$ cat src/hdl/lsu_pkg.sv
package lsu_pkg;

    // word address width, one address per 32-bit word
    localparam int ADDR_W = 8;

    // data word width
    localparam int DATA_W = 32;

    // store buffer entries
    // keep this a power of two so the ring pointers wrap on their own
    localparam int SB_DEPTH = 8;

    // entry index width
    localparam int SB_IDX_W = $clog2(SB_DEPTH);

    // data ram covers the whole word address space
    localparam int RAM_WORDS = 1 << ADDR_W;

endpackage

$ cat src/hdl/load_merge.sv
module load_merge import lsu_pkg::*; (
    input  logic              clk_i,
    input  logic              reset_i,
    input  logic              ld_issue_i,
    input  logic              fwd_hit_i,
    input  logic [DATA_W-1:0] fwd_data_i,
    input  logic [DATA_W-1:0] ram_data_i,
    output logic              load_valid_o,
    output logic [DATA_W-1:0] load_data_o,
    output logic              load_fwd_o
);

    // load issue lined up with the two lookups
    logic              ld_pending;
    logic              valid_q;
    logic              fwd_q;
    logic [DATA_W-1:0] data_q;

    always_ff @(posedge clk_i) begin
        if (reset_i) begin
            ld_pending <= 1'b0;
            valid_q    <= 1'b0;
            fwd_q      <= 1'b0;
        end else begin
            ld_pending <= ld_issue_i;
            valid_q    <= ld_pending;
            // source flag only means something with valid
            fwd_q      <= ld_pending && fwd_hit_i;
        end
    end

    // buffered store data beats the ram copy
    always_ff @(posedge clk_i) begin
        if (ld_pending) begin
            data_q <= fwd_hit_i ? fwd_data_i : ram_data_i;
        end
    end

    assign load_valid_o = valid_q;
    assign load_data_o  = data_q;
    assign load_fwd_o   = fwd_q;

endmodule

$ cat config.mk
export PLATFORM = sky130hd
export DESIGN_NAME = load_merge
export DESIGN_NICKNAME = d
export VERILOG_FILES = /design/src/hdl/lsu_pkg.sv /design/src/hdl/load_merge.sv
export SDC_FILE = /design/constraint.sdc
export NUM_CORES = 1
export LEC_CHECK = 0
export ABC_AREA = 1
export BUFFER_PORTS_ARGS = -buffer_cell sky130_fd_sc_hd__buf_4
export CAP_MARGIN = 20
export CORE_MARGIN = 2
export CORE_UTILIZATION = 30
export CTS_CLUSTER_SIZE = 28
export DETAILED_ROUTE_END_ITERATION = 12
export HOLD_SLACK_MARGIN = 0.12
export PLACE_DENSITY = 0.7
export RECOVER_POWER = 25
export SLEW_MARGIN = 10
export SYNTH_ARGS = -nofsm -noshare
export SYNTH_HDL_FRONTEND = slang
export SYNTH_SLANG_ARGS = --single-unit
$ cat constraint.sdc
create_clock -name clk_i -period 1.5 [get_ports clk_i]
set_clock_uncertainty 0.1 [all_clocks]
set_input_delay 0 -clock clk_i [delete_from_list [all_inputs] [get_ports clk_i]]
set_output_delay 0 -clock clk_i [all_outputs]
set_load 0.05 [all_outputs]
==> results of run 1 <==
-- area by class of cell --
| type | instances | area share |
|---|---|---|
| Clock buffer | 8 | 0.0272 |
| Multi-Input combinational cell | 100 | 0.128 |
| Tap cell | 67 | 0.0285 |
| Timing Repair Buffer | 171 | 0.465 |
| Inverter | 3 | 0.00468 |
| Sequential cell | 35 | 0.347 |
-- Yosys cell counts --
master and n:
nand2_1 97, edfxtp_1 32, buf_6 4, buf_4 3
dfxtp_1 3, nor2_1 3, inv_1 2, inv_4 1
-- critical path, stage by stage --
cell and delay, ns:
dlygate4sd3_1 0.53, buf_4 0.27, inv_4 0.19, nand2_1 0.10, nand2_1 0.06
-- state kept, by name, summed over array words and instances, names as in the netlist --
| signal | flops |
|---|---|
| ld_pending | 1 |
| load_valid_o | 1 |
| load_fwd_o | 1 |
| load_data_o | 32 |
-- where the power goes --
group / internal [mW] / leakage [nW] / switching (mW)
registers: 1.12 / 0.329 / 0.0105
clock network: 0.330 / 0.0395 / 0.308
logic: 0.284 / 1.00 / 0.296
-- layer usage --
metal | track usage | share of wire | vias to the layer above | wire, um
met5 | 0 | 0 | - | 0
met4 | 0.0768 | 0.022 | 0 | 105
met3 | 0.0298 | 0.050 | 9 | 241
met2 | 0.361 | 0.57 | 71 | 2790
met1 | 0.170 | 0.35 | 705 | 1720
li1 | - | - | 799 | -
-- cells by family after synthesis --
group / synth area share
AND/OR/NAND/NOR: 0.254
buffers and inverters: 0.0550
flip-flops: 0.691
-- path summary, 6_finish.rpt --
| kind | to | slack, ns |
|---|---|---|
| worst max-delay path | load_data_o[30]$_DFFE_PP_ | 0.25 |
| worst min-delay path | load_valid_o$_SDFF_PP0_ | 0.34 |
| worst max register to register | load_data_o[30]$_DFFE_PP_ | 0.39 |
| worst min register to register | load_data_o[11]$_DFFE_PP_ | 0.59 |
-- metrics by stage --
step                instance area (um^2)  power (mW)  worst slack [ns]  hold WS (ns)  instances
global placement                    2270        1.60             0.526        0.0795        309
global route                        2940        2.45             0.177         0.351        384
CTS                                 3030        2.39             0.244         0.331        384
floorplan                           1480        1.40           0.00915       -0.0288        145
finish                              2940        2.35             0.248         0.342        384
detailed placement                  2270        1.61             0.498        0.0800        309
==> impl_results.md, run 1 <==
* Outcome: finished, final reports clean
* Clock latency at the later pin of the worst-skew pair at 0.27 ns
* H-Tree Level Count at 2
* Reg clk slew, reported paths at 0.06 ns
* Hold Startpoint: reset_i
* # nets final at 384
* Overall die area at 5500 um^2
* Power per cell area at roughly 800 nW/um^2
* First-pass GRT wire length at 7130 um
* Top Ports at 102
* TritonCTS Buffers at 5
* Multi-input logic area at 375 um^2
* Share of cells above drive strength 1 at 0.278
* Post-synth top area cell: edfxtp_1
* Share of Yosys cell area claimed by the top area cell type at 0.650
* Initial antenna violation count at 0
* Slew Limit Fails at 0
* DR DRC count at 0
* First-pass iteration count of the detailed router at 4
* P_leak at approximately 1.4 nW
* Final Wtd Congestion at 0.728
* Total wire length at 4850 um
* Core Util, Final at 0.623
* Slew headroom at 0.555
* Synth warnings at 0
* DRT iter0 DRCs at a little over 70
* Deepest clock path buffer count at 2
* CP startpoint: fwd_hit_i
* CTS sink cnt at 35
* Antenna viol nets, final at 0
* Min-Delay Path Depth at 3
* Total of max-cap violations at 0
* Placed wire-length estimate at roughly 2700 um
* TritonCTS clock tree: done
* VDD IR-drop max at approximately 0.42 mV
* Setup Viol. Count Final at 0
* Sequential cell area at 1020 um^2
* Synth Net Count at 213
* Setup CP Type: in -> reg
* RSZ-0062 raised after global routing: false
* Die Span Y at roughly 74 um
* GRT overflow at 0
* CP max FO at 32
* Data arrival time of the critical path at 1.18 ns
* Synth top area cells: edfxtp_1 65%, nand2_1 25%, dfxtp_1 4.1%
* Vias per cell at 4.13
* Post-synthesis sequential area ratio at 0.691
* TNS Setup at 0 ns
* # Post-CTS Setup Buffers at 0
* Vias in the first global route at 1630
* IO Port Bufs at 101
* Synth Instances at 145
* Worst r2r path cells at 1
* Start of the worst register-to-register path: ld_pending$_SDFF_PP0_
* DR WL/cell at 12.6 um
* Die X at 74.2 um
* Total track usage at 0.177
* Tmin final at roughly 1.3 ns
* Count of final hold-check violations at 0
* Cts hold-fix bufs at 67
* Post-cts sizing count at 0
* Core Footprint at 4720 um^2
* Root buf cell: clkbuf_8
* Distinct cells, synth at 8
* Hold Crit Class: in -> reg
* Fill count at 400
* CP endpoint kind: flip-flop
* Slew @ Worst Pin at ~0.67 ns
* Area delta synth->final at 99.0%
* Post-synthesis sequential element count at 35
* Highest clock rate at 799 MHz
* WP data required at 1.43 ns
* Initial core utilization at 0.313
* CP startpoint kind: primary input
* Commonest non-fill, non-tap cell in the layout: nand2_1
* FP Rows at 25
* Post-Syn Area per Cell at 10.2 um^2
* Commonest non-fill, non-tap cells in the layout: 97 x nand2_1, 80 x buf_4, 67 x dlygate4sd3_1
* ANT cells at 0
* Post-Syn Area at 1480 um^2
* Tcrit/Tclk final at 0.835
* Via count at 1584
* Largest net degree at the start of global routing at 33
Power figures use the tool's default switching activity.
==> run 2: changes to the inputs <==
==> constraint.sdc (replaced) <==
create_clock -name clk_i -period 1.13 [get_ports clk_i]
set_clock_uncertainty 0.1 [all_clocks]
set_input_delay 0 -clock clk_i [delete_from_list [all_inputs] [get_ports clk_i]]
set_output_delay 0 -clock clk_i [all_outputs]
set_load 0.05 [all_outputs]
==> impl_results.md, run 2 (synthesized netlist as in run 1, its figures left out) <==
* Reg clk slew, reported paths at ~0.060 ns
* Core Footprint at 4720 um^2
* M3 GR Usage at 0.0610
* First-pass iteration count of the detailed router at 4
* Max FFs per register at 32
* Initial antenna violation count at 0
* Deepest clock path buffer count at 2
* Total track usage at 0.177
* VDD IR-drop max at 0.580 mV
* FP Rows at 25
* Slew Limit Fails at 0
* Setup CP Type: in -> reg
* Placed wire-length estimate at ~2500 um
* RSZ-0062 raised after global routing: false
* Slew headroom at 0.793
* Met2 Resource Use GR at 0.358
* Data arrival time of the critical path at 0.99 ns
* Slew @ Worst Pin at between 0.3 and 0.4 ns
* GRT overflow at 0
* Commonest non-fill, non-tap cell in the layout: nand2_1
* Vias in the first global route at between 1.5k and 2k
* Slowest CP cell: dlygate4sd3_1
* WP data required at 1.06 ns
* Via count at 1582
* Setup Viol. Count Final at 0
* IO Port Bufs at 101
* First-pass GRT wire length at 7060 um
* GR Util met1 at 0.159
* Commonest non-fill, non-tap cells in the layout: 97 x nand2_1, 76 x buf_4, 68 x dlygate4sd3_1
* CTS sink cnt at 35
* Die X at 74.2 um
* CP max stage delay at 0.68 ns
* TritonCTS Buffers at 5
* Hold Startpoint: fwd_hit_i
* Design area at a little over 3000 um^2
* Cts hold-fix bufs at 68
* Hold Crit Class: in -> reg
* Clock latency at the later pin of the worst-skew pair at 0.28 ns
* Placed Area at roughly 2300 um^2
* Antenna viol nets, final at 0
* Vias per cell at between 4 and 5
* ANT cells at 0
* TNS Setup at 0 ns
* Top Ports at about 100
* Share of cells above drive strength 1 at 0.344
* DRT iter0 DRCs at 41
* Grt peak-use layer: met2
* Largest net degree at the start of global routing at 35
* Total wire length at 4750 um
* Post-cts sizing count at 0
* CP startpoint: fwd_hit_i
* CP endpoint kind: flip-flop
* TritonCTS clock tree: done
* DR DRC count at 0
* # nets final at between 300 and 400
* Power per cell area at 1030 nW/um^2
* Outcome: finished, final reports clean
* P_leak at 1.45 nW
* Fill count at 365
* Highest clock rate at 945 MHz
* Initial core utilization at 0.313
* H-Tree Level Count at 2
* Start of the worst register-to-register path: ld_pending$_SDFF_PP0_
* Die Span Y at 74.2 um
* Overall die area at 5500 um^2
* Hold WS at 0.137 ns
* Core Util, Final at 0.646
* DR WL/cell at 12.4 um
* CP startpoint kind: primary input
* CP cell instances: buf_4 -> dlygate4sd3_1 -> nand2_1 -> nand2_1
* CP max FO at 8
* Root buf cell: clkbuf_8
* Area delta synth->final at 106%
* # Post-CTS Setup Buffers at 0
* Final Wtd Congestion at 0.673
* Total of max-cap violations at 0
* Crit path top cell by count: nand2_1
* Count of final hold-check violations at 0
* Tcrit/Tclk final at 0.937
* Tmin final at 1.06 ns
-- run 2: cell types whose count changed in the layout (fill, tap and decap cells not counted) --
cell	previous run	this run
clkbuf_4	1	23
clkbuf_1	25	4
buf_4	80	76
buf_12	0	2
dfxtp_1	3	2
dfxtp_4	0	1
dlygate4sd3_1	67	68
-- run 2: worst paths after layout --
path                               end  slack (ns)  cells past startpoint
max reg2reg   load_data_o[6]$_DFFE_PP_        0.17                      1
min reg2reg    load_valid_o$_SDFF_PP0_        0.56                      3
min           load_data_o[2]$_DFFE_PP_        0.14                      4
max          load_data_o[15]$_DFFE_PP_        0.07                      4
-- run 2: layout make-up --
cell class	count	area (um^2)	share of cell area
Multi-Input combinational cell	100	375	0.123
Clock buffer	8	80.1	0.0263
Sequential cell	35	1020	0.336
Inverter	3	13.8	0.00451
Timing Repair Buffer	171	1470	0.483
Tap cell	67	83.8	0.0275
-- run 2: through the flow --
step | std cells | total power [mW] | worst slack, ns
2_1_floorplan | 145 | 1.86 | 0.159
3_3_place_gp | 308 | 2.14 | 0.184
3_5_place_dp | 308 | 2.15 | 0.175
4_1_cts | 384 | 3.17 | 0.0830
5_1_grt | 384 | 3.28 | 0.0368
6_report | 384 | 3.14 | 0.0716
-- run 2: power breakdown --
| group | switching [mW] | total, mW | internal [mW] |
|---|---|---|---|
| Clock | 0.400 | 0.838 | 0.437 |
| Sequential | 0.0150 | 1.50 | 1.49 |
| Combinational | 0.393 | 0.803 | 0.410 |
-- run 2: metal layers --
layer / part of all wire / vias to the layer above
met5: 0 / -
met4: 0.019 / 0
met3: 0.078 / 10
met2: 0.56 / 66
met1: 0.34 / 707
li1: - / 799
-- run 2: critical path, delay by kind of cell --
kind	cells	cell delay [ns]
buffers and inverters	2	0.82
and+or+nand+nor	2	0.16
